[config.mk]
export PLATFORM = sky130hd
export DESIGN_NAME = coord_file
export DESIGN_NICKNAME = d
export VERILOG_FILES = /design/src/source/plotter_pkg.sv /design/src/source/coord_file.sv
export VERILOG_INCLUDE_DIRS = /design/src /design/src/source
export SDC_FILE = /design/constraint.sdc
export NUM_CORES = 1
export LEC_CHECK = 0
export BUFFER_PORTS_ARGS = -buffer_cell sky130_fd_sc_hd__clkbuf_2
export CORE_UTILIZATION = 36
export DETAILED_ROUTE_END_ITERATION = 6
export PLACE_DENSITY = 0.6
export SLEW_MARGIN = 25
export SYNTH_ARGS = -nofsm -noshare
export SYNTH_HDL_FRONTEND = slang
export SYNTH_SLANG_ARGS = --single-unit
[constraint.sdc]
create_clock -name clk -period 4.3 [get_ports clk]
set_input_delay 0.43 -clock clk [delete_from_list [all_inputs] [get_ports clk]]
set_output_delay 0.43 -clock clk [all_outputs]
set_load 0.005 [all_outputs]
[src/source/plotter_macros.svh]
`ifndef PLOTTER_MACROS_SVH
`define PLOTTER_MACROS_SVH

// **************************************************
// data path widths
// **************************************************
`define COORD_W     12   // x/y coordinate bits
`define CMD_W       16   // host command word, opcode in the top byte
`define DRAW_CMD_W  36   // pixel writer command word

// **************************************************
// command fifo sizing
// **************************************************
`define FIFO_DEPTH  512  // command entries
`define FIFO_MARGIN 32   // free slots left when fifo_cmd_busy rises

// **************************************************
// coordinate register file
// **************************************************
`define NUM_COORD   4    // x/y register pairs

`endif

[src/source/plotter_pkg.sv]
`default_nettype none

`include "plotter_macros.svh"

package plotter_pkg;

  typedef logic [`COORD_W-1:0]          coord_t;    // unsigned screen coordinate
  typedef logic [$clog2(`NUM_COORD)-1:0] reg_sel_t; // x/y register index

  // function code in bits 35:32 of the pixel writer command
  typedef enum logic [3:0] {
    NOP           = 4'd0,
    PXWRI         = 4'd1,  // write pixel
    PXWRI_M       = 4'd2,  // write pixel, masked
    PXPASTE       = 4'd3,  // write from read pixel
    PXPASTE_M     = 4'd4,  // write from read pixel, masked
    PXCOPY        = 4'd6,  // read source pixel
    SETARGB       = 4'd7,  // true color pen
    RST_PXWRI_M   = 4'd10, // clear write collision counter
    RST_PXPASTE_M = 4'd11, // clear paste collision counter
    DSTRWDTH      = 4'd12, // destination raster width
    SRCRWDTH      = 4'd13, // source raster width
    DSTMADDR      = 4'd14, // destination base address
    SRCMADDR      = 4'd15  // source base address
  } draw_func_t;

  // opcode classes seen by the sequencer
  typedef enum logic [3:0] {
    SET_X, SET_Y, DST_ADDR, SRC_ADDR, DST_WIDTH, SRC_WIDTH,
    SET_MAX, RST_COLL, DRAW_SHAPE, IGNORE
  } cmd_kind_t;

  typedef enum logic {
    IDLE,     // popping commands
    RECT_RUN  // rectangle scan in progress
  } plot_state_t;

endpackage

`default_nettype wire

[src/source/coord_file.sv]
`default_nettype none

`include "plotter_macros.svh"

module coord_file import plotter_pkg::*; (
  input  wire       clk,
  input  wire       reset,
  input  wire       wr_x,     // x[wr_sel] <= wr_data
  input  wire       wr_y,     // y[wr_sel] <= wr_data
  input  wire       wr_max,   // limits <= pair at wr_sel
  input  wire       reg_sel_t wr_sel,
  input  wire       coord_t   wr_data,
  input  wire       reg_sel_t rd_sel,
  output coord_t    rd_x,     // pair for address and width commands
  output coord_t    rd_y,
  output coord_t    x0,       // rectangle corners
  output coord_t    y0,
  output coord_t    x1,
  output coord_t    y1,
  output coord_t    max_x,    // clip limits
  output coord_t    max_y
);

  coord_t x_reg [`NUM_COORD];
  coord_t y_reg [`NUM_COORD];

  // **************************************************
  // register writes
  // **************************************************
  always_ff @(posedge clk or posedge reset) begin
    if (reset) begin
      for (int i = 0; i < `NUM_COORD; i++) begin
        x_reg[i] <= '0;
        y_reg[i] <= '0;
      end
      max_x <= '0;
      max_y <= '0;
    end else begin
      if (wr_x) begin
        x_reg[wr_sel] <= wr_data;
      end
      if (wr_y) begin
        y_reg[wr_sel] <= wr_data;
      end
      if (wr_max) begin
        max_x <= x_reg[wr_sel]; // limits come from a whole pair
        max_y <= y_reg[wr_sel];
      end
    end
  end

  assign rd_x = x_reg[rd_sel];
  assign rd_y = y_reg[rd_sel];
  assign x0   = x_reg[0];       // start corner
  assign y0   = y_reg[0];
  assign x1   = x_reg[1];       // end corner
  assign y1   = y_reg[1];

endmodule

`default_nettype wire

==> metrics.csv <==
metric,value,unit
vias,3841,
die_height,132,µm
power.total,3.67,mW
r2r_setup_slack,3.42,ns
finalSetupViolCount,0,
ys_seq_elements,120,
power_density,521,nW/µm²
cts_buffer_depth,2,
routed.top_layer,met4,
crit_path_max_fanout,14,
final_common_cell,dfrtp_1,
dr_wl_met3,780,µm
crit_cells,4,
wl_met2,6.99,mm
port-buffer-count,116,
worstMarginPinSlew,0.862,ns
synth.top_cell.area_share,49.5,%
crit_family,buffers and inverters,
outcome,finished clean,
start_kind,primary input,
clock_skew,0.0101,ns
crit_buf_inv,3,
ir_drop,300,µV
synth.area.top_cells,"dfrtp_1, mux2_2, mux4_2",
r2r_cells,2,
p_int,2.70,mW
timing.rr.end,max_y[3]$_DFFE_PP0P_,
die_area,17400,µm²
clock_latency,0.42,ns
syn_avg_cell_area,14.4,µm²
p_clk_share,38.6,%
final_cells,724,
arrival,1.93,ns
combinationalPowerShare,19.3,%
wirelength,15.0,mm
tritoncts,done,
critPathMostFrequentCell,clkbuf_2,
core-area,16500,µm²
critPathKind,in2out,
vias_per_cell,5.31,
final_cell_mix,"dfrtp_1, clkbuf_2, mux2_2, mux2i_1, nand2b_1",
drive_gt1_share,54.9,%
netlist_area,6070,µm²
final_util,42.7,%
root_buffer,clkbuf_16,
hold_class,in2async,
swShare,26.5,%
drt-pass1-iter-count,6,
clock-sinks,120,
ctsResizeCount,0,
drt_iter0_markers,246,
clkTransAtPathRegs,0.05,ns
fin_nets,511,
post-place-cells,691,
slew_headroom,42.5,%
synthCells,423,
syn2layout_area_growth,16.2,%
grt_overflow_total,0,
leakage,3.21,nW
cp-end-kind,output port,
fin_crit,2.36,ns
rows,47,
rsz0062_at_grt,false,
antenna_found_initial,0,
whs,0.0421,ns
synth_top_area_cell,dfrtp_1,
max_cap_violations,0,
slowest_delay,0.57,ns
grt_usage,18.3,%
hold_violations,0,
ant_nets,0,
r2r-start,y1[3]$_DFFE_PP0P_,
place.gp.congestion,0.743,
tns,0,ns
cts-buffers-inserted,17,
initial_core_util,36.7,%
grt_pass1_wl,23.6,mm
yosys_warnings,0,
crit_chain,clkbuf_2 -> buf_4 -> mux4_2 -> clkbuf_2,
m1WireLength,6.86,mm
cts_hold_buf,0,
synth_cell_types,16,
period_share,54.9,%
dieWidth,132,µm
drv_slew,0,
ioPinCount,117,
grt_max_degree,44,
h-tree-depth,4,
synth_nets,444,
wl_per_cell,20.7,µm
worstPathRequired,3.87,ns
dp_hpwl,9.91,mm
worst_path_max_delay_cell,mux4_2,
yosysSeqAreaShare,49.5,%
drc,0,
p_switching,973,µW
fmax,0.423,GHz
grt_pass1_vias,4039,
cts_setup_buffers,0,
seqPwrFrac,42.1,%
-- layout make-up --
type                    count  area [µm²]
fillers                  1554        9470
flip-flops and latches    120        3000
multi-input cells         226        2540
repair buffers            124         641
clock buffers              22         464
well taps                 220         275
clock inverters            10         125
inverters                   1        6.26
diodes                      1        2.50
-- layer usage --
metal | vias to the layer above | GRT usage (%)
met5 | - | 0
met1 | 2009 | 24.4
met4 | 0 | 8.33
li1 | 1667 | -
met3 | 26 | 4.81
met2 | 139 | 27.8
-- cells by family (layout without fill, tap and decap cells) --
kind of cell / count (synthesis) / in the layout / share of synthesized area [%]
mux: 168 / 168 / 34.6
flops: 120 / 120 / 49.5
buf+inv: 77 / 157 / 8.74
simple gates: 34 / 34 / 3.71
compound gates: 24 / 24 / 3.46
other cells: 0 / 1 / 0
-- per-stage QoR --
step,worst slack [ns],instance area (µm²)
after detailed placement,1.90,6460
after global placement,1.91,6460
after floorplan,0.684,6070
after CTS,1.90,7050
final,1.94,7050
after global routing,1.83,7050
-- how the worst max path moves through the flow --
stage,start,endpoint,slack (ns)
5_1_grt,rd_sel[0],rd_x[11],1.83
6_report,rd_sel[0],rd_y[4],1.94
3_3_place_gp,rd_sel[0],rd_y[4],1.91
3_5_place_dp,rd_sel[0],rd_x[11],1.90
2_1_floorplan,reset,max_x[0]$_DFFE_PP0P_,0.68
4_1_cts,rd_sel[0],rd_x[11],1.90
-- synth_stat cells (all sizes together) --
cell and count:
o221ai 24, mux2i 48, clkbuf 5, nand2 1
mux4 24, nand2b 25, mux2 96, inv 1
nor3b 2, dfrtp 120, buf 71, nand3b 4
nand3 2
-- power groups by stage --
stage	registers, mW	logic (mW)	clock network, mW
2_1_floorplan	1.49	0.560	0
3_3_place_gp	1.55	0.707	0
3_5_place_dp	1.56	0.720	0
4_1_cts	1.54	0.725	1.45
5_1_grt	1.58	0.781	1.50
6_report	1.55	0.710	1.42
Power figures use the tool's default switching activity.
