$ cat config.mk
export PLATFORM = sky130hd
export DESIGN_NAME = rect_scanner
export DESIGN_NICKNAME = d
export VERILOG_FILES = /design/src/source/plotter_pkg.sv /design/src/source/rect_scanner.sv
export VERILOG_INCLUDE_DIRS = /design/src /design/src/source
export SDC_FILE = /design/constraint.sdc
export NUM_CORES = 1
export LEC_CHECK = 0
export BUFFER_PORTS_ARGS = -buffer_cell sky130_fd_sc_hd__buf_2
export CAP_MARGIN = 20
export CORE_ASPECT_RATIO = 1.2
export CORE_MARGIN = 2
export CORE_UTILIZATION = 51
export CTS_BUF_LIST = sky130_fd_sc_hd__clkbuf_16
export DETAILED_ROUTE_END_ITERATION = 16
export GPL_TIMING_DRIVEN = 0
export PLACE_DENSITY_LB_ADDON = 0.12
export SLEW_MARGIN = 10
export SYNTH_ARGS = -nofsm -noshare
export SYNTH_HDL_FRONTEND = slang
export SYNTH_SLANG_ARGS = --single-unit
$ cat constraint.sdc
create_clock -name clk -period 2.2 [get_ports clk]
set_input_delay 0.22 -clock clk [delete_from_list [all_inputs] [get_ports clk]]
set_output_delay 0.22 -clock clk [all_outputs]
set_load 0.05 [all_outputs]
$ cat src/source/plotter_macros.svh
`ifndef PLOTTER_MACROS_SVH
`define PLOTTER_MACROS_SVH

// **************************************************
// data path widths
// **************************************************
`define COORD_W     12   // x/y coordinate bits
`define CMD_W       16   // host command word, opcode in the top byte
`define DRAW_CMD_W  36   // pixel writer command word

// **************************************************
// command fifo sizing
// **************************************************
`define FIFO_DEPTH  512  // command entries
`define FIFO_MARGIN 32   // free slots left when fifo_cmd_busy rises

// **************************************************
// coordinate register file
// **************************************************
`define NUM_COORD   4    // x/y register pairs

`endif

$ cat src/source/plotter_pkg.sv
`default_nettype none

`include "plotter_macros.svh"

package plotter_pkg;

  typedef logic [`COORD_W-1:0]          coord_t;    // unsigned screen coordinate
  typedef logic [$clog2(`NUM_COORD)-1:0] reg_sel_t; // x/y register index

  // function code in bits 35:32 of the pixel writer command
  typedef enum logic [3:0] {
    NOP           = 4'd0,
    PXWRI         = 4'd1,  // write pixel
    PXWRI_M       = 4'd2,  // write pixel, masked
    PXPASTE       = 4'd3,  // write from read pixel
    PXPASTE_M     = 4'd4,  // write from read pixel, masked
    PXCOPY        = 4'd6,  // read source pixel
    SETARGB       = 4'd7,  // true color pen
    RST_PXWRI_M   = 4'd10, // clear write collision counter
    RST_PXPASTE_M = 4'd11, // clear paste collision counter
    DSTRWDTH      = 4'd12, // destination raster width
    SRCRWDTH      = 4'd13, // source raster width
    DSTMADDR      = 4'd14, // destination base address
    SRCMADDR      = 4'd15  // source base address
  } draw_func_t;

  // opcode classes seen by the sequencer
  typedef enum logic [3:0] {
    SET_X, SET_Y, DST_ADDR, SRC_ADDR, DST_WIDTH, SRC_WIDTH,
    SET_MAX, RST_COLL, DRAW_SHAPE, IGNORE
  } cmd_kind_t;

  typedef enum logic {
    IDLE,     // popping commands
    RECT_RUN  // rectangle scan in progress
  } plot_state_t;

endpackage

`default_nettype wire

$ cat src/source/rect_scanner.sv
`default_nettype none

`include "plotter_macros.svh"

module rect_scanner import plotter_pkg::*; (
  input  wire        clk,
  input  wire        reset,
  input  wire        scan_start,  // latch corners and begin
  input  wire        step,        // move one position
  input  wire        fill,
  input  wire        coord_t x0,
  input  wire        coord_t y0,
  input  wire        coord_t x1,
  input  wire        coord_t y1,
  input  wire        coord_t max_x,
  input  wire        coord_t max_y,
  output coord_t     pixel_x,
  output coord_t     pixel_y,
  output logic       pixel_valid,
  output logic       scan_done
);

  coord_t x0_q;
  coord_t x1_q;
  coord_t y0_q;
  coord_t y1_q;
  logic   fill_q;
  coord_t x_dir;     // +1, -1 or 0 in two's complement
  coord_t y_dir;
  logic   active;
  logic   row_end;   // row drawn, next step changes row
  logic   edge_row;
  logic   last_row;
  logic   in_clip;

  function automatic coord_t dir_of(coord_t from, coord_t to);
    if (to > from) begin
      return coord_t'(1);
    end else if (to < from) begin
      return '1;
    end
    return '0;
  endfunction

  assign edge_row    = (pixel_y == y0_q) || (pixel_y == y1_q); // top and bottom lines
  assign last_row    = (pixel_y == y1_q);
  assign in_clip     = (pixel_x <= max_x) && (pixel_y <= max_y);
  assign pixel_valid = step && active && !row_end && in_clip;
  assign scan_done   = step && active && row_end && last_row;

  always_ff @(posedge clk) begin
    if (scan_start) begin
      x0_q   <= x0;
      x1_q   <= x1;
      y0_q   <= y0;
      y1_q   <= y1;
      fill_q <= fill;
    end
  end

  // **************************************************
  // position walk
  // **************************************************
  always_ff @(posedge clk or posedge reset) begin
    if (reset) begin
      active  <= 1'b0;
      row_end <= 1'b0;
      pixel_x <= '0;
      pixel_y <= '0;
      x_dir   <= '0;
      y_dir   <= '0;
    end else if (scan_start) begin
      active  <= 1'b1;
      row_end <= 1'b0;
      pixel_x <= x0;
      pixel_y <= y0;
      x_dir   <= dir_of(x0, x1);
      y_dir   <= dir_of(y0, y1);
    end else if (step && active) begin
      if (row_end) begin
        row_end <= 1'b0;                 // empty cycle between rows
        if (last_row) begin
          active <= 1'b0;
        end else begin
          pixel_y <= pixel_y + y_dir;
          pixel_x <= x0_q;
        end
      end else if (pixel_x == x1_q) begin
        row_end <= 1'b1;                 // far edge reached
      end else if (fill_q || edge_row) begin
        pixel_x <= pixel_x + x_dir;
      end else begin
        pixel_x <= x1_q;                 // outline middle row, skip to far edge
      end
    end
  end

endmodule

`default_nettype wire

==> results.yml <==
status:
  status: "finished, violations left"
  violations: "setup timing"
sta:
  report.final.setup_viol: 23
  max_freq_mhz: 403.9
  fin_skew_ns: 0.008944
  fin_crit_sh_pct: 112.5
  hold_viol_final: 0
  finalSetupTns_ns: -4.245
  grt_setup_unrepaired: "true"
  slew_headroom_pct: 50.38
  drv_slew: 0
  holdWs_ns: 0.006009
  setup_slack_ns: -0.2759
  finalCriticalPeriod_ns: 2.476
  worstMarginPinSlew_ns: 0.7434
floorplan:
  num_io_pins: 103
  core-area_um2: 10930
  die_h_um: 119.4
  die_w_um: 100.2
  start_util_pct: 51.77
  rows: 42
  die-area_um2: 11960
pwr:
  p_clk_share_pct: 26.0
  seq_power_share_pct: 32.4
  p_leak_nw: 3.432
  p_sw_mw: 2.164
  power-per-cell-area_nw_per_um2: 762.2
  pwr-share-comb_pct: 41.6
  swShare_pct: 36.65
  ir_drop_v: 0.0005573
  internal_power_mw: 3.739
global_route:
  antenna_found_initial: 0
  track_usage_pct: 27.94
  grt_pass1_vias: 5325
  grt_max_degree: 54
  grt.overflow.total: 0
  grt_first_pass_wirelength_um: 25730
worst_setup_path:
  crit_type: "reg -> out"
  startpoint: "pixel_x[9]"
  reg2reg_from: "pixel_y[5]"
  worstPathRequired_ns: 1.98
  critPathArrivalTime_ns: 2.26
  critPathLaunchType: "flop"
  cp_max_fo: 2
  worstSetupEndpointType: "output pin"
drt:
  drc: 0
  final_antenna_net_count: 0
  dr.pass1.iters: 5
  drt_iter0_drc: 207
  finalWirelength_um: 16420
  viasPerCell: 5.898
  wl_per_cell_um: 19.16
  vias: 5055
logic_synthesis:
  synth_area_um2: 5659
  avgSynthCellArea_um2: 10.11
  synth_seq_cells: 79
  synthCells: 560
  async_flop_share_pct: 37.97
  synth_ff_type: "edfxtp_1"
  yosys_warnings: 0
  ys_seq_area_share_pct: 39.27
  synthesis.nets: 709
  ys_types: 62
  synth_edf_count: 49
clock_tree:
  htreeDepth: 3
  cts_hold_buffers: 0
  clkTransAtPathRegs_ns: 0.07
  cts_made_buffers: 9
  cts_tree: "done"
  cts_root_buf: "clkbuf_16"
  worstSkewPairLatency_ns: 0.34
  cts_max_path_buffers: 2
  cts.sinks: 79
final_layout:
  multi_input_area_um2: 3717
  fill_cells: 827
  drive_above_1_share_pct: 38.07
  diodes: 0
  regArea_um2: 2256
  syn_to_final_growth_pct: 36.86
  utilization_pct: 70.86
  design_area_um2: 7745
  nNetsFinal: 869
place:
  gp_congestion: 0.9454
  hpwlAfterDp_um: 11660
  placed_area_um2: 6593
  portBuffers: 102
  dp_slack_ns: -0.7688
flow_run:
  maxCapViolations: 0
min_path:
  hp-class: "in -> async"
synth_stat cells, types with 2 or more instances:
| cell | n | area, µm² |
|---|---|---|
| nor2_1 | 21 | 78.83 |
| fa_1 | 2 | 40.04 |
| a31oi_1 | 5 | 31.28 |
| edfxtp_1 | 49 | 1471 |
| nand2b_1 | 6 | 37.54 |
| o21ai_0 | 29 | 145.1 |
| or2_2 | 3 | 18.77 |
| o211a_1 | 2 | 20.02 |
| nor2b_1 | 10 | 62.56 |
| dfrtp_1 | 30 | 750.7 |
| o21ai_1 | 5 | 25.02 |
| xnor2_1 | 22 | 192.7 |
| clkbuf_1 | 6 | 22.52 |
| mux2i_1 | 9 | 90.09 |
| a221oi_1 | 7 | 61.31 |
| a22o_1 | 6 | 52.55 |
| o221ai_1 | 4 | 35.03 |
| a211oi_1 | 6 | 45.04 |
| o21a_1 | 4 | 30.03 |
| ha_1 | 70 | 875.8 |
| and3_1 | 2 | 12.51 |
| nor4_4 | 3 | 63.81 |
| a2111oi_0 | 2 | 17.52 |
| buf_2 | 2 | 10.01 |
| nand3_1 | 7 | 35.03 |
| nor4_1 | 4 | 25.02 |
| o31ai_1 | 3 | 22.52 |
| nor3_1 | 6 | 30.03 |
| nand2_1 | 42 | 157.7 |
| o211ai_1 | 5 | 37.54 |
| nand4_1 | 12 | 75.07 |
| xor2_1 | 31 | 271.5 |
| a21o_1 | 16 | 120.1 |
| inv_1 | 56 | 210.2 |
| buf_4 | 2 | 15.01 |
| a32oi_1 | 2 | 17.52 |
| a21oi_1 | 44 | 220.2 |
critical path, stage by stage, from the launching register on:
cell	delay, ns
dfrtp_2	0.42
ha_4	0.22
a21o_1	0.15
a21o_1	0.18
a21oi_2	0.22
o221ai_2	0.13
o21a_4	0.15
a2111oi_4	0.22
buf_6	0.21
path summary, 6_finish.rpt:
| kind | endpoint | slack (ns) | cells past startpoint |
|---|---|---|---|
| setup / recovery | pixel_valid | -0.28 | 8 |
| hold / removal | pixel_x[10] | 0.006 | 2 |
| max in group asynchronous | pixel_y[1] | 1.65 | 3 |
| min in group clk | fill_q | 0.05 | 1 |
| setup reg to reg | pixel_x[8] | -0.25 | 12 |
| hold reg to reg | active | 0.57 | 2 |
registers in the layout, summed over array words and instances (netlist names):
signal,cells
y_dir,2
x1_q,12
x_dir,2
pixel_x,12
y0_q,12
fill_q,1
row_end,1
pixel_y,12
y1_q,12
x0_q,12
active,1
cell families after synthesis:
| kind of cell | Yosys count | synth area share, % |
|---|---|---|
| fa+ha+maj | 72 | 16.18 |
| buf+inv | 69 | 5.173 |
| simple gates | 127 | 12.27 |
| xor+xnor | 53 | 8.202 |
| compound gates | 149 | 16.91 |
| flops | 79 | 39.27 |
| mux | 11 | 1.990 |
per-stage QoR:
| step | cells | power, mW |
|---|---|---|
| after floorplan | 560 | 3.368 |
| after global placement | 794 | 3.826 |
| after detailed placement | 795 | 3.889 |
| after CTS | 849 | 5.714 |
| after global routing | 857 | 6.202 |
| final | 857 | 5.903 |
layer usage:
layer	GRT usage (%)	vias to the layer above	part of all wire [%]	wire (µm)
met5	0	-	0	0
li1	-	2369	-	-
met1	29.02	2493	36	5934
met3	3.697	47	4.0	659
met2	53.10	146	56	9161
met4	14.81	0	4.0	662
cell type report:
type                    count  share of cell area, %
multi-input cells         412                  48.00
flip-flops and latches     79                  29.13
repair buffers            149                  12.84
clock buffers               9                  2.908
inverters                  57                  2.811
well taps                 132                  2.132
plain buffers              12                  1.163
clock inverters             7                  1.018
power groups by stage:
stage	registers [mW]	clock network [mW]	logic, mW
floorplan	2.15	0	1.22
global placement	1.98	0	1.85
detailed placement	1.99	0	1.90
CTS	1.90	1.54	2.27
global route	1.92	1.60	2.68
finish	1.91	1.53	2.46
cells in the final DEF (no fill, tap or decap), drive strengths merged, types with 3 or more instances in the layout:
cell type	count
a211oi	6
a21o	16
a21oi	44
a221oi	7
a22o	6
a31oi	5
and3	3
buf	155
clkbuf	15
dfrtp	30
edfxtp	49
ha	70
inv	59
mux2i	9
nand2	43
nand2b	6
nand3	8
nand4	12
nor2	23
nor2b	10
nor3	6
nor4	7
o211ai	5
o21a	4
o21ai	34
o221ai	4
o31ai	3
or2	4
xnor2	22
xor2	31
repair_timing:
action	in CTS	in global routing
pin swaps	40	26
setup endpoints to repair	30	25
cloned	2	0
resized for setup	61	37
buffers inserted	36	9
(Power assumes the default switching activity.)
