==> config.mk <==
export PLATFORM = sky130hd
export DESIGN_NAME = draw_cmd_builder
export DESIGN_NICKNAME = d
export VERILOG_FILES = /design/src/source/plotter_pkg.sv /design/src/source/draw_cmd_builder.sv
export VERILOG_INCLUDE_DIRS = /design/src /design/src/source
export SDC_FILE = /design/constraint.sdc
export NUM_CORES = 1
export LEC_CHECK = 0
export ABC_AREA = 0
export BUFFER_PORTS_ARGS = -buffer_cell sky130_fd_sc_hd__clkbuf_2
export CORE_ASPECT_RATIO = 0.7
export CORE_MARGIN = 2
export CORE_UTILIZATION = 25
export DETAILED_ROUTE_END_ITERATION = 10
export PLACE_DENSITY = 0.61
export SYNTH_ARGS = -nofsm -noshare
export SYNTH_HDL_FRONTEND = slang
export SYNTH_SLANG_ARGS = --single-unit
==> constraint.sdc <==
create_clock -name clk -period 2 [get_ports clk]
set_input_delay 0.3 -clock clk [delete_from_list [all_inputs] [get_ports clk]]
set_output_delay 0.3 -clock clk [all_outputs]
set_load 0.005 [all_outputs]
==> src/source/plotter_macros.svh <==
`ifndef PLOTTER_MACROS_SVH
`define PLOTTER_MACROS_SVH

// **************************************************
// data path widths
// **************************************************
`define COORD_W     12   // x/y coordinate bits
`define CMD_W       16   // host command word, opcode in the top byte
`define DRAW_CMD_W  36   // pixel writer command word

// **************************************************
// command fifo sizing
// **************************************************
`define FIFO_DEPTH  512  // command entries
`define FIFO_MARGIN 32   // free slots left when fifo_cmd_busy rises

// **************************************************
// coordinate register file
// **************************************************
`define NUM_COORD   4    // x/y register pairs

`endif

==> src/source/plotter_pkg.sv <==
`default_nettype none

`include "plotter_macros.svh"

package plotter_pkg;

  typedef logic [`COORD_W-1:0]          coord_t;    // unsigned screen coordinate
  typedef logic [$clog2(`NUM_COORD)-1:0] reg_sel_t; // x/y register index

  // function code in bits 35:32 of the pixel writer command
  typedef enum logic [3:0] {
    NOP           = 4'd0,
    PXWRI         = 4'd1,  // write pixel
    PXWRI_M       = 4'd2,  // write pixel, masked
    PXPASTE       = 4'd3,  // write from read pixel
    PXPASTE_M     = 4'd4,  // write from read pixel, masked
    PXCOPY        = 4'd6,  // read source pixel
    SETARGB       = 4'd7,  // true color pen
    RST_PXWRI_M   = 4'd10, // clear write collision counter
    RST_PXPASTE_M = 4'd11, // clear paste collision counter
    DSTRWDTH      = 4'd12, // destination raster width
    SRCRWDTH      = 4'd13, // source raster width
    DSTMADDR      = 4'd14, // destination base address
    SRCMADDR      = 4'd15  // source base address
  } draw_func_t;

  // opcode classes seen by the sequencer
  typedef enum logic [3:0] {
    SET_X, SET_Y, DST_ADDR, SRC_ADDR, DST_WIDTH, SRC_WIDTH,
    SET_MAX, RST_COLL, DRAW_SHAPE, IGNORE
  } cmd_kind_t;

  typedef enum logic {
    IDLE,     // popping commands
    RECT_RUN  // rectangle scan in progress
  } plot_state_t;

endpackage

`default_nettype wire

==> src/source/draw_cmd_builder.sv <==
`default_nettype none

`include "plotter_macros.svh"

module draw_cmd_builder import plotter_pkg::*; (
  input  wire                      clk,
  input  wire                      reset,
  input  wire                      advance,   // low while the writer stalls
  input  wire                      emit,
  input  wire draw_func_t          func,
  input  wire [7:0]                color,
  input  wire coord_t              reg_x,
  input  wire coord_t              reg_y,
  input  wire coord_t              pixel_x,
  input  wire coord_t              pixel_y,
  output logic [`DRAW_CMD_W-1:0]   draw_cmd,
  output logic                     draw_cmd_rdy
);

  coord_t word_x;
  coord_t word_y;
  logic   tx;      // a held command waits for the writer

  // coordinate field source per function
  always_comb begin
    case (func)
      DSTMADDR, SRCMADDR, DSTRWDTH, SRCRWDTH: begin
        word_y = reg_y;                              // upper address or width bits
        word_x = reg_x;
      end
      RST_PXWRI_M, RST_PXPASTE_M: begin
        word_y = {color, color[7:4]};                // replicated mask colors
        word_x = {4'h0, color[3:0], color[7:4]};
      end
      default: begin
        word_y = pixel_y;
        word_x = pixel_x;
      end
    endcase
  end

  always_ff @(posedge clk or posedge reset) begin
    if (reset) begin
      tx <= 1'b0;
    end else if (advance) begin
      tx <= emit;                                    // one transfer per emit
    end
  end

  always_ff @(posedge clk) begin
    if (advance && emit) begin
      draw_cmd <= {func, color, word_y, word_x};
    end
  end

  assign draw_cmd_rdy = tx && advance;

endmodule

`default_nettype wire

==> out/qor.csv, run 1 <==
metric,value,unit
place_hpwl,3.39,mm
synth_top_family_by_area,compound AO/OA/AOI/OAI gates,
antenna_left,0,
core-area,6250,um2
clk_latency,0.28,ns
cts_sinks,37,
dp_cells,295,
synth_fa_ha_area_share,0,%
gp_congestion,0.696,
yosysWarnings,0,
fmax,0.830,GHz
synth.distinct_cells,16,
syn_area_per_cell,13.2,um2
antenna_found_initial,0,
max-vdd-ir-drop,0.000267,V
drtIter0Drc,81,
p_int,1.33,mW
synthXorXnorAreaFrac,0,%
cp-end-kind,flop,
fp-row-count,24,
synthMuxAreaShare,0.693,%
hp-class,input port to flop,
fin_crit_sh,60.3,%
multi_input_area,445,um2
areaGrowthSynthToFinish,41.4,%
final_common_cell,clkbuf_2,
grt_usage,12.7,%
synth_cells,123,
finalClockSkew,0,ns
grt_start_max_net_pins,27,
cts_tree,built,
start_kind,input port,
cp_data_arrival_time,1.23,ns
grt_pass1_vias,1452,
htree_levels,2,
totalNegativeSetupSlack,0,ns
synth-simple-area-share,12.2,%
mostFrequentLayoutCells,"clkbuf_2 (100), edfxtp_1 (36), nor2_1 (20), o22ai_1 (20), nor3_1 (14)",
critPathMaxFanout,12,
p_clk_share,30.8,%
netlist_area,1620,um2
timing.final.ws_setup,0.795,ns
drive_gt1_share,50.9,%
drc,0,
die_x,100,um
combPwrFrac,15.2,%
min_period,1.21,ns
chipHeight,71.4,um
ioPinCount,101,
max_cap_violations,0,
ys_ff_latch,37,
io_buffers,100,
run_status,"complete, no violations",
antenna_cells,0,
grt_first_pass_wirelength,6.89,mm
rsz0062_at_grt,false,
p_seq_share,54.0,%
nNetsFinal,289,
relSlewSlack,65.9,%
drt-vias-per-instance,4.70,
power.switching,0.404,mW
worst_slew_pin_slew,0.511,ns
clk_pin_slew,0.07,ns
regArea,1110,um2
ys_seq_area_share,68.1,%
cts-root-buf,clkbuf_8,
power_density,756,nW/um2
synth_compound_area_share,14.5,%
setup_violations,0,
drtPass1Iterations,4,
start_util,26.0,%
critical_path_class,input port to flop,
p_leak,0.976,nW
cts_made_buffers,5,
fillers,649,
drv_slew,0,
die_area,7170,um2
dpl_worst_slack,0.478,ns
finalWirelength,4.55,mm
globalRoute.totalOverflow,0,
route.vias.total,1428,
wl_per_cell,15.0,um
swShare,23.3,%
synth_nets,187,
hold_viol,0,
crit_required,2.02,ns
fin_cells,304,
clk_path_buf_depth,2,
-- synthesized netlist by cell type, drive strengths merged --
cell | n | area share [%]
inv | 1 | 0.23
o22ai | 20 | 7.7
nand2 | 3 | 0.69
nor3 | 16 | 5.5
edfxtp | 36 | 67
a32o | 4 | 2.5
o32ai | 8 | 4.3
mux2 | 1 | 0.69
nor2 | 20 | 4.6
buf | 10 | 4.3
and2 | 2 | 0.77
or2 | 1 | 0.54
dfrtp | 1 | 1.5
-- path summary, 6_finish.rpt --
path	start	to	slack (ns)	cells past startpoint
worst max-delay path	func[3]	draw_cmd[0]$_DFFE_PP_	0.79	4
worst min-delay path	func[0]	draw_cmd[32]$_DFFE_PP_	0.19	1
worst max register to register	tx$_DFFE_PP0P_	tx$_DFFE_PP0P_	1.26	1
worst min register to register	tx$_DFFE_PP0P_	tx$_DFFE_PP0P_	0.50	1
max in group asynchronous	reset	tx$_DFFE_PP0P_	1.52	3
min in group asynchronous	reset	tx$_DFFE_PP0P_	0.39	3
-- power by group through the flow --
stage                     registers (mW)  logic (mW)  clock network [mW]
final                              0.937       0.264               0.534
after detailed placement           0.955       0.266                   0
after global routing               0.943       0.292               0.581
after floorplan                    0.961       0.106                   0
after global placement             0.955       0.264                   0
after CTS                          0.939       0.268               0.552
-- state kept, by name, indices dropped and copies added (netlist names) --
| signal | cells |
|---|---|
| tx | 1 |
| draw_cmd | 36 |
-- layout make-up --
| class | instances | area share, % |
|---|---|---|
| flip-flops and latches | 37 | 48.2 |
| repair buffers | 105 | 24.1 |
| multi-input cells | 75 | 19.4 |
| well taps | 78 | 4.25 |
| clock buffers | 8 | 3.92 |
| inverters | 1 | 0.163 |
-- cells by family (layout without fill, tap and decap cells) --
group,after synthesis,in the layout
AOI/OAI and AO/OA,32,32
DFF,37,37
and+or+nand+nor,42,42
muxes,1,1
buffers and inverters,11,114
-- routing by layer --
| layer | part of all wire (%) | global-route usage [%] |
|---|---|---|
| met5 | 0 | 0 |
| met4 | 0.26 | 3.20 |
| met3 | 6.6 | 3.32 |
| met2 | 48 | 22.0 |
| met1 | 45 | 15.9 |
-- through the flow --
step | hold slack [ns] | util [%] | total power, mW | instance area, um2
final | 0.192 | 36.8 | 1.74 | 2300
after global routing | 0.191 | 36.8 | 1.82 | 2300
after CTS | 0.182 | 36.8 | 1.76 | 2300
after detailed placement | 0.117 | 35.2 | 1.22 | 2200
after global placement | 0.119 | 35.2 | 1.22 | 2200
after floorplan | 0.0287 | - | 1.07 | 1620
-- timing repair --
action                    CTS  global route
hold endpoints to repair    1             0
setup buffers               0             0
hold buffers                1             0
gates resized for setup     0             0
-- critical path, cell delays in order --
cell	delay, ns
clkbuf_2	0.10
nand2_1	0.30
nor3_1	0.41
nor3_1	0.12
(Power assumes the default switching activity.)
==> run 2: changes to the inputs <==
--- a/config.mk
+++ b/config.mk
@@ -12,7 +12,7 @@
 export CORE_MARGIN = 2
 export CORE_UTILIZATION = 25
 export DETAILED_ROUTE_END_ITERATION = 10
-export PLACE_DENSITY = 0.61
+export PLACE_DENSITY = 0.62
 export SYNTH_ARGS = -nofsm -noshare
 export SYNTH_HDL_FRONTEND = slang
 export SYNTH_SLANG_ARGS = --single-unit
==> constraint.sdc (replaced) <==
create_clock -name clk -period 1 [get_ports clk]
set_input_delay 0.15 -clock clk [delete_from_list [all_inputs] [get_ports clk]]
set_output_delay 0.15 -clock clk [all_outputs]
set_load 0.005 [all_outputs]
==> out/qor.csv, run 2 (synthesized netlist as in run 1, its figures left out) <==
metric,value,unit,change
r2r-start,tx$_DFFE_PP0P_,,
r2r_slack,0.26,ns,-1.00 ns
antenna_cells,0,,unchanged
crit_end,draw_cmd_rdy,,
mostFrequentLayoutCells,"clkbuf_2 (100), edfxtp_1 (36), nor2_1 (20), o22ai_1 (20)",,
run_status,"finished, violations left",,
hp-class,input port to flop,,
gp_congestion,0.785,,+13%
fillers,630,,-2.9%
largest_register_ffs,36,,unchanged
cts_made_buffers,5,,unchanged
violations,setup timing,,
antenna_found_initial,0,,unchanged
crit_required,0.85,ns,-1.17 ns
min_period,1.03,ns,
max_flop_register,draw_cmd,,
start_util,26.0,%,unchanged
cp_data_arrival_time,0.88,ns,-0.35 ns
top_regs,"draw_cmd (36), tx (1)",,
drc,0,,unchanged
rsz0062_at_grt,true,,
final_common_cell,clkbuf_2,,
chipHeight,71.4,um,unchanged
io_buffers,100,,unchanged
power_density,1420,nW/um2,+88%
worst_r2r_endpoint,tx$_DFFE_PP0P_,,
fmax,0.968,GHz,
ff2ff_path_depth,1,,unchanged
drtPass1Iterations,4,,unchanged
core-area,6250,um2,unchanged
setup_violations,1,,+1
critical_path_class,flop to primary output,,
die_x,100,um,unchanged
fin_cells,317,,+4.3%
fp-row-count,24,,unchanged
grt_start_max_net_pins,19,,-30%
multi_input_area,459,um2,+3.1%
dp_cells,308,,+4.4%
clk_latency,0.28,ns,about the same
power,3.46,mW,+100%
drtIter0Drc,87,,+7.4%
areaGrowthSynthToFinish,50.0,%,
grt_pass1_vias,1398,,-3.7%
timing.final.ws_setup,-0.0327,ns,-0.828 ns
p_leak,1.05,nW,+7.7%
regArea,1110,um2,unchanged
ioPinCount,101,,unchanged
route.vias.total,1487,,+4.1%
hold_viol,0,,unchanged
drive_gt1_share,54.4,%,+3.5 points
clk_pin_slew,0.07,ns,about the same
max-vdd-ir-drop,0.000556,V,+110%
cp-end-kind,primary output,,
globalRoute.totalOverflow,0,,unchanged
cts_tree,built,,
wl_per_cell,14.5,um,-3.0%
place_hpwl,3.57,mm,+5.2%
finalWirelength,4.61,mm,+1.2%
clk_path_buf_depth,2,,unchanged
max_cap_violations,0,,unchanged
nNetsFinal,302,,+4.5%
htree_levels,2,,unchanged
drt-vias-per-instance,4.69,,-0.14%
totalNegativeSetupSlack,-0.0327,ns,-0.0327 ns
post_cts_buffers,0,,unchanged
cts-root-buf,clkbuf_8,,
relSlewSlack,83.8,%,+18 points
worst_slew_pin_slew,0.241,ns,-0.270 ns
antenna_left,0,,unchanged
grt_first_pass_wirelength,6.99,mm,+1.4%
critPathMaxFanout,2,,-10
finalClockSkew,0,ns,unchanged
start_kind,flop,,
startpoint,tx$_DFFE_PP0P_,,
fin_util,39.0,%,+2.2 points
die_area,7170,um2,unchanged
cts_sinks,37,,unchanged
fin_crit_sh,103,%,
drv_slew,0,,unchanged
grt_usage,12.9,%,+0.20 points
[run 2: final cells by class]
class	instances	share of cell area, %
Sequential cell	37	45.4
Timing Repair Buffer	118	28.2
Multi-Input combinational cell	75	18.8
Tap cell	78	4.01
Clock buffer	7	3.13
Clock inverter	1	0.205
Inverter	1	0.154
[run 2: where the power goes]
part / internal [mW] / switching [mW] / total (mW) / leakage [nW]
logic: 0.309 / 0.283 / 0.592 / 0.658
clock network: 0.489 / 0.509 / 0.998 / 0.0422
registers: 1.84 / 0.0316 / 1.87 / 0.351
total: 2.64 / 0.824 / 3.46 / 1.05
[run 2: timing repair]
item                       CTS  global route
hold buffers                 1             0
hold endpoints to repair     1             0
setup endpoints to repair    1             5
gates resized for setup      0             1
[run 2: metal layers]
metal | up-vias | wire length [um] | global-route usage [%]
li1 | 722 | - | -
met1 | 668 | 2040 | 17.0
met2 | 89 | 1980 | 19.3
met3 | 8 | 536 | 5.85
met4 | 0 | 48 | 3.50
met5 | - | 0 | 0
[run 2: how the worst min path moves through the flow]
stage	endpoint	cells past startpoint	startpoint	slack, ns
2_1_floorplan	tx$_DFFE_PP0P_	1	reset	-0.12
3_3_place_gp	tx$_DFFE_PP0P_	2	reset	-0.03
3_5_place_dp	tx$_DFFE_PP0P_	2	reset	-0.03
4_1_cts	draw_cmd[32]$_DFFE_PP_	1	func[0]	0.03
5_1_grt	draw_cmd[32]$_DFFE_PP_	1	func[0]	0.02
6_report	draw_cmd[32]$_DFFE_PP_	1	func[0]	0.04
[run 2: critical path, stage by stage, from the launching register on]
cell and delay [ns]:
dfrtp_1 0.37, and2_1 0.13, clkbuf_2 0.10
[run 2: stage by stage]
stage | hold WS, ns | setup WS, ns | instance area (um2)
6_report | 0.0419 | -0.0327 | 2440
5_1_grt | 0.0158 | -0.0793 | 2440
4_1_cts | 0.0281 | -0.0486 | 2430
3_5_place_dp | -0.0319 | -0.203 | 2340
3_3_place_gp | -0.0286 | -0.200 | 2340
2_1_floorplan | -0.121 | -0.0421 | 1640
