<file path="config.mk">
export PLATFORM = sky130hd
export DESIGN_NAME = plot_sequencer
export DESIGN_NICKNAME = d
export VERILOG_FILES = /design/src/source/plotter_pkg.sv /design/src/source/plot_sequencer.sv
export VERILOG_INCLUDE_DIRS = /design/src /design/src/source
export SDC_FILE = /design/constraint.sdc
export NUM_CORES = 1
export LEC_CHECK = 0
export BUFFER_PORTS_ARGS = -buffer_cell sky130_fd_sc_hd__clkbuf_2
export CAP_MARGIN = 20
export CORE_MARGIN = 2
export CORE_UTILIZATION = 38
export CTS_CLUSTER_DIAMETER = 50
export CTS_CLUSTER_SIZE = 25
export DETAILED_ROUTE_END_ITERATION = 10
export GPL_TIMING_DRIVEN = 0
export PLACE_DENSITY = 0.77
export SYNTH_ARGS = -nofsm -noshare
export SYNTH_HDL_FRONTEND = slang
export SYNTH_SLANG_ARGS = --single-unit
export TNS_END_PERCENT = 10
</file>
<file path="constraint.sdc">
create_clock -name clk -period 2.36 [get_ports clk]
set_clock_uncertainty 0.1 [all_clocks]
set_input_delay 0.354 -clock clk [delete_from_list [all_inputs] [get_ports clk]]
set_output_delay 0.354 -clock clk [all_outputs]
set_load 0.03 [all_outputs]
</file>
<file path="src/source/plotter_macros.svh">
`ifndef PLOTTER_MACROS_SVH
`define PLOTTER_MACROS_SVH

// **************************************************
// data path widths
// **************************************************
`define COORD_W     12   // x/y coordinate bits
`define CMD_W       16   // host command word, opcode in the top byte
`define DRAW_CMD_W  36   // pixel writer command word

// **************************************************
// command fifo sizing
// **************************************************
`define FIFO_DEPTH  512  // command entries
`define FIFO_MARGIN 32   // free slots left when fifo_cmd_busy rises

// **************************************************
// coordinate register file
// **************************************************
`define NUM_COORD   4    // x/y register pairs

`endif

</file>
<file path="src/source/plotter_pkg.sv">
`default_nettype none

`include "plotter_macros.svh"

package plotter_pkg;

  typedef logic [`COORD_W-1:0]          coord_t;    // unsigned screen coordinate
  typedef logic [$clog2(`NUM_COORD)-1:0] reg_sel_t; // x/y register index

  // function code in bits 35:32 of the pixel writer command
  typedef enum logic [3:0] {
    NOP           = 4'd0,
    PXWRI         = 4'd1,  // write pixel
    PXWRI_M       = 4'd2,  // write pixel, masked
    PXPASTE       = 4'd3,  // write from read pixel
    PXPASTE_M     = 4'd4,  // write from read pixel, masked
    PXCOPY        = 4'd6,  // read source pixel
    SETARGB       = 4'd7,  // true color pen
    RST_PXWRI_M   = 4'd10, // clear write collision counter
    RST_PXPASTE_M = 4'd11, // clear paste collision counter
    DSTRWDTH      = 4'd12, // destination raster width
    SRCRWDTH      = 4'd13, // source raster width
    DSTMADDR      = 4'd14, // destination base address
    SRCMADDR      = 4'd15  // source base address
  } draw_func_t;

  // opcode classes seen by the sequencer
  typedef enum logic [3:0] {
    SET_X, SET_Y, DST_ADDR, SRC_ADDR, DST_WIDTH, SRC_WIDTH,
    SET_MAX, RST_COLL, DRAW_SHAPE, IGNORE
  } cmd_kind_t;

  typedef enum logic {
    IDLE,     // popping commands
    RECT_RUN  // rectangle scan in progress
  } plot_state_t;

endpackage

`default_nettype wire

</file>
<file path="src/source/plot_sequencer.sv">
`default_nettype none

`include "plotter_macros.svh"

module plot_sequencer import plotter_pkg::*; (
  input  wire               clk,
  input  wire               reset,
  input  wire               draw_busy,   // pixel writer stall
  input  wire               cmd_empty,
  input  wire [`CMD_W-1:0]  cmd_word,    // fifo head
  input  wire               pixel_valid,
  input  wire               scan_done,
  output logic              pop,
  output logic              load_cmd,
  output logic              advance,     // pipeline may move this cycle
  output logic              wr_x,
  output logic              wr_y,
  output logic              wr_max,
  output reg_sel_t          wr_sel,
  output reg_sel_t          rd_sel,
  output coord_t            wr_data,
  output logic              scan_start,
  output logic              fill,
  output logic              emit,        // builder loads a command
  output draw_func_t        func,
  output logic [7:0]        color
);

  plot_state_t state;
  cmd_kind_t   kind;
  logic [7:0]  opcode;
  logic [7:0]  data8;
  logic        rect_cmd;
  logic [7:0]  color_q;  // pen color of the running shape
  logic        paste_q;  // paste bit of the running shape

  assign opcode = cmd_word[15:8];
  assign data8  = cmd_word[7:0];

  // **************************************************
  // opcode decode
  // **************************************************
  always_comb begin
    casez (opcode)
      8'b10??????:                  kind = SET_X;
      8'b11??????:                  kind = SET_Y;
      8'b011111??:                  kind = DST_ADDR;
      8'b011110??:                  kind = SRC_ADDR;
      8'd115, 8'd113:               kind = DST_WIDTH;
      8'd114, 8'd112:               kind = SRC_WIDTH;
      8'd95, 8'd94, 8'd93, 8'd92:   kind = SET_MAX;
      8'd91, 8'd90:                 kind = RST_COLL;
      8'b000?????:                  kind = DRAW_SHAPE;
      default:                      kind = IGNORE;     // includes 116..119
    endcase
  end

  assign advance  = !draw_busy;
  assign load_cmd = (state == IDLE);
  assign pop      = load_cmd && advance && !cmd_empty;
  assign rect_cmd = (kind == DRAW_SHAPE) && (opcode[2:0] == 3'd2); // only shape 2 draws

  assign wr_x    = pop && (kind == SET_X);
  assign wr_y    = pop && (kind == SET_Y);
  assign wr_max  = pop && (kind == SET_MAX);
  assign wr_sel  = (kind == SET_MAX) ? ~opcode[1:0] : opcode[5:4]; // 95 picks pair 0
  assign wr_data = cmd_word[`COORD_W-1:0];
  // addresses index by opcode, widths use pair 2 (115/114) or 3 (113/112)
  assign rd_sel  = (kind == DST_ADDR || kind == SRC_ADDR) ? opcode[1:0] : {1'b1, ~opcode[1]};

  assign scan_start = pop && rect_cmd;
  assign fill       = opcode[3];

  // **************************************************
  // command steering
  // **************************************************
  always_comb begin
    func  = NOP;
    emit  = 1'b0;
    color = data8;
    if (state == RECT_RUN) begin
      func  = paste_q ? PXPASTE : PXWRI;
      emit  = pixel_valid;           // one command per drawn pixel
      color = color_q;
    end else if (pop) begin
      emit = 1'b1;
      case (kind)
        DST_ADDR:  func = DSTMADDR;
        SRC_ADDR:  func = SRCMADDR;
        DST_WIDTH: func = DSTRWDTH;
        SRC_WIDTH: func = SRCRWDTH;
        RST_COLL:  func = opcode[0] ? RST_PXWRI_M : RST_PXPASTE_M;
        default:   emit = 1'b0;      // register writes, draws, ignored
      endcase
    end
  end

  always_ff @(posedge clk or posedge reset) begin
    if (reset) begin
      state <= IDLE;
    end else if (scan_start) begin
      state <= RECT_RUN;
    end else if (state == RECT_RUN && scan_done) begin
      state <= IDLE;                 // scanner finished the last row
    end
  end

  always_ff @(posedge clk) begin
    if (scan_start) begin
      color_q <= data8;
      paste_q <= opcode[4];
    end
  end

endmodule

`default_nettype wire

</file>
==> results_dict.tcl, run 1 <==
set metrics [dict create \
    status "finished, final reports clean" \
    grt_util_all_layers_pct 16.7 \
    cts-htree-levels 1 \
    netlist_area_um2 739 \
    die_area_mm2 0.00231 \
    synth.distinct_cells 30 \
    finalCritPeriodShare_pct 93.4 \
    final_core_util_pct 63.4 \
    grt_pass1_vias 650 \
    finalSetupViolations 0 \
    power_density_mw_per_mm2 415 \
    nets 159 \
    die_y_um 48.1 \
    placeableCoreArea_mm2 0.00178 \
    clkTransAtPathRegs_ns 0.06 \
    avgRoutedWirePerCell_um 12.1 \
    synth-seq-cells 10 \
    wl_um 1950 \
    grt_pass1_wl_um 2670 \
    syn-mean-instance-area_um2 10.6 \
    maxSlewViolCount 0 \
    fmax_ghz 0.454 \
    rsz0062_at_grt "no" \
    slew_headroom_pct 78.2 \
    first_pass_iters 4 \
    ys.warnings.count 0 \
    first_iter_violations 11 \
    cp_data_arrival_time_ns 1.75 \
    crit_required_ns 1.91 \
    synthXorXnorAreaFrac_pct 0 \
    period_needed_ns 2.20 \
    worst-path-max-fanout 6 \
    max_cap_viol_count 0 \
    grt_max_degree 11 \
    clock_sinks 10 \
    root_buffer "clkbuf_4" \
    synthCells 70 \
    vias_per_cell 4.58 \
    tightestPinTransition_ns 0.325 \
    final_common_cell "clkbuf_2" \
    worst_setup_path_start_kind "flop" \
    num_vias 738 \
    layout_common_cells "clkbuf_2 (58), buf_4 (18), edfxtp_1 (9)" \
    io_buffers 57 \
    clock_latency_ns 0.25 \
    p_comb_share_pct 33.8 \
    n_antenna_cell 0 \
    synth_top_family_by_area "simple AND/OR/NAND/NOR gates" \
    synthAdderAreaFrac_pct 0 \
    hpwl_um 1570 \
    fp-row-count 15 \
    p_seq_share_pct 41.3 \
    drive_above_1_share_pct 70.6 \
    pin_count 59 \
    grt_overflow 0 \
    clock_path_buffers 2 \
    syn_nets 92 \
    min_path_type "in2reg" \
    cp-end-kind "output port" \
    start_util_pct 41.5 \
    switching_share_pct 33.2 \
    syn_to_final_growth_pct 52.8 \
    route.detailed.drc 0 \
    drtAntennaViolNets 0 \
    cts_tree "done" \
    hold_viol_final 0 \
    total_power_uw 469 \
    numCtsBuffers 3 \
    irDropWorstVdd_uv 207 \
    die_w_um 48.1 \
    post-place-cells 152 \
    synth-simple-area-share_pct 19.5 \
    leakagePower_nw 0.574 \
    postPlaceCellArea_mm2 0.00106 \
    p_switching_uw 155 \
    path_class "reg2out" \
    finalWeightedCongestion 0.624 \
    final_cells 161 \
    p_int_uw 313 \
    synthMuxAreaShare_pct 13.5 \
    synth-compound-area-share_pct 10.2 \
    seq_area_frac_synth_pct 39.9 \
    stdcell_area_mm2 0.00113 \
    p_clk_share_pct 24.9 \
    antenna_found_initial 0 \
]
stage by stage:
stage | hold WS [ns] | setup WS [ns] | TNS [ns]
3_3_place_gp | 0.0711 | 0.0100 | 0
4_1_cts | 0.184 | 0.0792 | 0
3_5_place_dp | 0.0858 | -0.0186 | -0.0186
5_1_grt | 0.179 | 0.0607 | 0
2_1_floorplan | -0.0173 | 0.00428 | 0
6_report | 0.191 | 0.157 | 0
cells in the mapped netlist, drive strengths merged:
master  number  area (µm²)
edfxtp       9         270
and3         1        6.26
nand2        5        21.3
o22ai        1        12.5
o31a         1        8.76
o21ai        4        20.0
buf         14         105
nand4b       2        23.8
o21a         1        7.51
inv          4        15.0
clkbuf       1        5.00
nor2         4        15.0
nor2b        1        6.26
or2          1        6.26
nor3b        1        12.5
and3b        1        10.0
dfrtp        1        25.0
mux2         8        90.1
nor3         2        21.3
nand3        2        15.0
mux2i        1        10.0
a31o         1        8.76
o21bai       1        7.51
a21oi        2        10.0
nand2b       1        6.26
power groups by stage:
stage	sequential, mW	clock (mW)	combinational (mW)
2_1_floorplan	0.197	0	0.101
3_3_place_gp	0.197	0	0.153
3_5_place_dp	0.197	0	0.157
4_1_cts	0.194	0.122	0.159
5_1_grt	0.193	0.130	0.170
6_report	0.194	0.117	0.159
worst max-delay path, cell delays in order, from the launching register on:
cell,delay (ns)
dfrtp_1,0.45
nor3_4,0.36
nand4b_2,0.21
nor2_4,0.23
clkbuf_2,0.24
kinds of logic after synthesis:
family / count (synthesis)
DFF: 10
and+or+nand+nor: 21
muxes: 9
buffers and inverters: 19
AOI/OAI and AO/OA: 11
flip-flops by register name, indices dropped and copies added (netlist names):
name	flops
color_q	8
paste_q	1
state	1
final cells by class:
type / instances / area (µm²)
fillers: 155 / 653
multi-input cells: 41 / 327
repair buffers: 62 / 325
flip-flops and latches: 10 / 295
plain buffers: 15 / 110
well taps: 25 / 31.3
clock buffers: 3 / 22.5
inverters: 4 / 15.0
clock inverters: 1 / 3.75
worst paths after layout:
path	startpoint	end	slack, ns	depth (start not counted)
max	state	scan_start	0.16	4
min	scan_done	state	0.19	2
max reg2reg	state	paste_q	0.55	4
min reg2reg	state	state	0.72	3
max in group asynchronous	reset	state	1.68	3
min in group asynchronous	reset	state	0.39	3
metal layers:
| metal | vias to the layer above | wire (µm) | global-route usage (%) |
|---|---|---|---|
| met5 | - | 0 | 0 |
| met4 | 0 | 0 | 6.49 |
| met3 | 0 | 128 | 2.22 |
| met2 | 34 | 1080 | 32.3 |
| met1 | 330 | 742 | 18.1 |
| li1 | 374 | - | - |
timing repair:
item                                    4_1_cts  5_1_grt
endpoints found under the setup margin        1        1
hold buffers                                  1        0
setup buffers                                 0        4
endpoints found under the hold margin         1        0
pin swaps                                     0        1
gates resized for setup                       2        0
Note: power is estimated with default switching activity, not from simulation.
==> run 2: changes to the inputs <==
REMOVE_ABC_BUFFERS = 1   (was unset)
==> run 2 against run 1 <==
  * Routed wire length shrank 18%
  * Critical endpoint unchanged
  * Core utilization shrank 7.1 points
  * Worst hold slack lost 0.0082 ns
  * Via count shrank 5.7%
  * Die area is the same
  * Final area shrank 11%
  * Non-clock buffer count shrank 17
  * Critical path depth is the same
  * First-iteration DRC count shrank 9.1%
  * Count of clock-buffer cells in the layout is the same
  * Clock power is essentially flat
  * Sequential share of layout area grew 3.4 points
  * Highest routed layer unchanged
==> results_dict.tcl, run 2 (synthesis gave the netlist of run 1 again) <==
set metrics [dict create \
    hpwl_um 1270 \
    die_w_um 48.1 \
    timing.rr.end "color_q[0]" \
    cts_tree "done" \
    first_iter_violations 10 \
    drtAntennaViolNets 0 \
    min_path_type "in2reg" \
    r2r_cells 4 \
    grt_util_all_layers_pct 15.2 \
    io_buffers 58 \
    antenna_found_initial 0 \
    crit_required_ns 1.91 \
    hold_viol_final 0 \
    startpoint "state" \
    max_stage_delay_ns 0.52 \
    period_needed_ns 2.17 \
    layout_common_cells "clkbuf_2 (58), edfxtp_1 (9), mux2_2 (8)" \
    tightestPinTransition_ns 0.301 \
    start_util_pct 41.5 \
    whs_ns 0.182 \
    place_ws_ns -0.218 \
    cp-endpoint "scan_start" \
    leakagePower_nw 0.488 \
    drive_above_1_share_pct 67.2 \
    max_cap_viol_count 0 \
    num_vias 696 \
    cp-end-kind "output port" \
    final_cells 144 \
    reg_top3 "color_q x8, paste_q x1, state x1" \
    fin_tns_setup_ns 0 \
    rsz0062_at_grt "no" \
    worst_path_max_delay_cell "dfrtp_2" \
    r2r_setup_slack_ns 0.55 \
    worst_setup_path_start_kind "flop" \
    fill_cells 160 \
    root_buffer "clkbuf_4" \
    avgRoutedWirePerCell_um 11.1 \
    power_density_mw_per_mm2 447 \
    finalSetupViolations 0 \
    grt_pass1_vias 608 \
    fp-row-count 15 \
    status "finished, final reports clean" \
    finalWeightedCongestion 0.765 \
    placeableCoreArea_mm2 0.00178 \
    fin_ws_ns 0.195 \
    n_antenna_cell 0 \
    worstHoldPathCells 2 \
    clock_latency_ns 0.26 \
    grt_pass1_wl_um 2450 \
    finalCritPeriodShare_pct 91.7 \
    wl_um 1600 \
    vias_per_cell 4.83 \
    die_area_mm2 0.00231 \
    worstPathCellList "nor3_4 -> nand4b_2 -> nor2_4 -> clkbuf_2" \
    top_register "color_q" \
    cp_data_arrival_time_ns 1.71 \
    route.detailed.drc 0 \
    slew_headroom_pct 79.9 \
    regToRegStartpoint "state" \
    path_class "reg2out" \
    total_power_uw 449 \
    first_pass_iters 4 \
    post-place-cells 138 \
    irDropWorstVdd_uv 204 \
    cts-htree-levels 1 \
    fmax_ghz 0.462 \
    largest_register_ff_count 8 \
    worst-path-max-fanout 13 \
    syn_to_final_growth_pct 35.7 \
    grt_max_degree 14 \
    nets 142 \
    clock_sinks 10 \
    die_y_um 48.1 \
    pin_count 59 \
    maxSlewViolCount 0 \
    numCtsBuffers 3 \
    final_common_cell "clkbuf_2" \
    grt_overflow 0 \
    clock_path_buffers 2 \
    clkTransAtPathRegs_ns 0.06 \
]
-- run 2: cell count changes in the layout (fill, tap and decap cells not counted), sizes merged --
cell  previous run  this run
buf             18         1
-- run 2: worst min path at each step --
stage                 end  startpoint  slack [ns]
floorplan           state       reset       -0.02
global placement    state       reset        0.07
detailed placement  state       reset        0.07
CTS                 state   scan_done        0.17
global route        state   scan_done        0.19
finish              state   scan_done        0.18
-- run 2: critical path, delay by kind of cell, from the launching register on --
kind	cells	cell delay, ns
buffers and inverters	1	0.22
flip-flops	1	0.52
AND/OR/NAND/NOR	3	0.71
-- run 2: what timing repair did --
action / in CTS / in global routing
hold buffers: 1 / 0
resized for setup: 3 / 0
hold endpoints to repair: 1 / 0
buffers inserted: 1 / 0
endpoints found under the setup margin: 1 / 0
-- run 2: power breakdown --
part           switching, mW  internal [mW]
registers           0.000664          0.193
logic                 0.0940         0.0457
clock network         0.0544         0.0609
total                  0.149          0.300
-- run 2: stage by stage --
step                      utilization [%]  area (µm²)
after global routing                 56.3        1000
final                                56.3        1000
after detailed placement             53.3         951
after CTS                            56.3        1000
after global placement               53.3         951
after floorplan                         -         629
-- run 2: metal layers --
| metal | wire length, µm | track usage [%] | up-vias |
|---|---|---|---|
| li1 | - | - | 339 |
| met1 | 650 | 16.7 | 303 |
| met2 | 739 | 28.0 | 54 |
| met3 | 207 | 2.96 | 0 |
| met4 | 0 | 6.49 | 0 |
| met5 | 0 | 0 | - |
-- run 2: area by class of cell --
class,count,area [µm²],share of cell area (%)
Clock buffer,3,22.5,2.24
Clock inverter,1,3.75,0.374
Inverter,4,15.0,1.50
Multi-Input combinational cell,41,327,32.5
Sequential cell,10,297,29.6
Tap cell,25,31.3,3.12
Timing Repair Buffer,60,308,30.7
==> run 3: changes to the inputs <==
GPL_TIMING_DRIVEN = 1   (was 0)
==> run 3 against run 2 <==
  * Via count shrank 0.14%
  * Sequential cell count is the same
  * Die area is the same
  * Total power shrank 0.28%
  * Cell count grew 0.69%
  * Register-to-register slack gained 0.18 ns
  * Core utilization shrank 0.070 points
  * Critical endpoint unchanged
  * Sequential share of layout area shrank 0.088 points
  * Count of clock-buffer cells in the layout is the same
  * Routed wire length grew 2.1%
  * Worst setup slack gained 0.17 ns
  * Global-route usage grew 0.44 points
==> results_dict.tcl, run 3 (synthesis gave the netlist of run 1 again) <==
set metrics [dict create \
    slew_headroom_pct 81.7 \
    final_cells 145 \
    grt_util_all_layers_pct 15.6 \
    cts_resized 0 \
    finalCritPeriodShare_pct 84.4 \
    hpwl_um 1380 \
    irDropWorstVdd_uv 198 \
    vias_per_cell 4.79 \
    avgRoutedWirePerCell_um 11.2 \
    fp-row-count 15 \
    regToRegStartpoint "state" \
    top_register "color_q" \
    route.detailed.drc 0 \
    status "finished, final reports clean" \
    antenna_found_initial 0 \
    dr_wl_met2_um 753 \
    reg_top3 "color_q x8, paste_q x1, state x1" \
    drtAntennaViolNets 0 \
    grt_max_degree 13 \
    nets 143 \
    fin_ws_ns 0.369 \
    cts-htree-levels 1 \
    rsz0062_at_grt "no" \
    io_buffers 58 \
    crit_required_ns 1.91 \
    n_antenna_cell 0 \
    power_density_mw_per_mm2 447 \
    worst_setup_path_start_kind "flop" \
    die_y_um 48.1 \
    postPlaceCellArea_um2 966 \
    hold_viol_final 0 \
    clock_latency_ns 0.25 \
    tightestPinTransition_ns 0.274 \
    period_needed_ns 1.99 \
    stdcell_area_mm2 0.00100 \
    hp-start "scan_done" \
    placeableCoreArea_mm2 0.00178 \
    worst_path_max_delay_cell "dfrtp_1" \
    post-place-cells 140 \
    first_pass_iters 4 \
    worstPathCellList "nor3_4 -> nand4b_2 -> nor2_1 -> clkbuf_2" \
    cpLargestDelayFamily "simple AND/OR/NAND/NOR gates" \
    startpoint "state" \
    cts_setup_buffers 0 \
    max_stage_delay_ns 0.42 \
    grt_pass1_vias 606 \
    grt_overflow 0 \
    finalSetupViolations 0 \
    first_iter_violations 13 \
    syn_to_final_growth_pct 35.5 \
    clock_path_buffers 2 \
    cts_tree "done" \
    cp-end-kind "output port" \
    leakagePower_nw 0.496 \
    finalWeightedCongestion 0.769 \
    top_layer "met3" \
    max_cap_viol_count 0 \
    wl_met1_um 669 \
    dr_wl_met3_um 206 \
    die_w_um 48.1 \
    place_ws_ns 0.580 \
    die_area_mm2 0.00231 \
    numCtsBuffers 3 \
    pin_count 59 \
    cp_data_arrival_time_ns 1.54 \
    final_core_util_pct 56.2 \
    whs_ns 0.184 \
    min_path_type "in2reg" \
    path_class "reg2out" \
    path_buf_inv 1 \
    clock_sinks 10 \
    maxSlewViolCount 0 \
    layout_common_cells "clkbuf_2 (58), edfxtp_1 (9), mux2_2 (8)" \
    worst-path-max-fanout 6 \
    start_util_pct 41.5 \
    fill_cells 168 \
    clkTransAtPathRegs_ns 0.06 \
    largest_register_ff_count 8 \
    fmax_ghz 0.502 \
    wl_um 1630 \
    final_common_cell "clkbuf_2" \
    num_vias 695 \
    root_buffer "clkbuf_4" \
    drive_above_1_share_pct 65.8 \
    grt_pass1_wl_um 2460 \
]
-- run 3: changes by cell type in the layout (fill, tap and decap cells not counted) --
cell	previous run	this run
buf_4	1	2
dfrtp_1	0	1
dfrtp_2	1	0
nor2_4	1	0
nor2_1	3	4
-- run 3: final cells by class --
type / instances / area [µm²] / area share [%]
clock inverters: 1 / 3.75 / 0.375
flip-flops and latches: 10 / 295 / 29.5
inverters: 4 / 15.0 / 1.50
clock buffers: 3 / 22.5 / 2.25
multi-input cells: 41 / 319 / 31.8
repair buffers: 61 / 315 / 31.5
well taps: 25 / 31.3 / 3.12
-- run 3: per-stage QoR --
step	setup TNS (ns)	total power [mW]
floorplan	-1.21	0.254
global placement	0	0.335
detailed placement	0	0.337
CTS	0	0.456
global route	0	0.475
finish	0	0.448
-- run 3: path summary, 6_finish.rpt --
kind	end	slack, ns	depth (start not counted)
setup reg to reg	color_q[5]	0.73	4
hold reg to reg	state	0.59	3
max in group asynchronous	state	1.72	3
setup / recovery	scan_start	0.37	4
min in group asynchronous	state	0.35	3
hold / removal	state	0.18	2
-- run 3: routing by layer --
layer,track usage [%],vias to the layer above
li1,-,340
met1,18.6,300
met2,26.7,55
met3,4.07,0
met4,6.49,0
met5,0,-
-- run 3: where the power goes --
part	switching [mW]	internal [mW]
logic	0.0941	0.0458
clock network	0.0535	0.0608
registers	0.000221	0.193
-- run 3: repair_timing --
item | 4_1_cts | 5_1_grt
hold endpoints to repair | 1 | 0
hold buffers | 1 | 0
endpoints found under the setup margin | 0 | 0
-- run 3: worst reg2reg max path, delay by kind of cell, from the launching register on --
family | cells | cell delay [ns]
AND/OR/NAND/NOR | 3 | 0.62
buffers and inverters | 1 | 0.19
flip-flops | 1 | 0.42
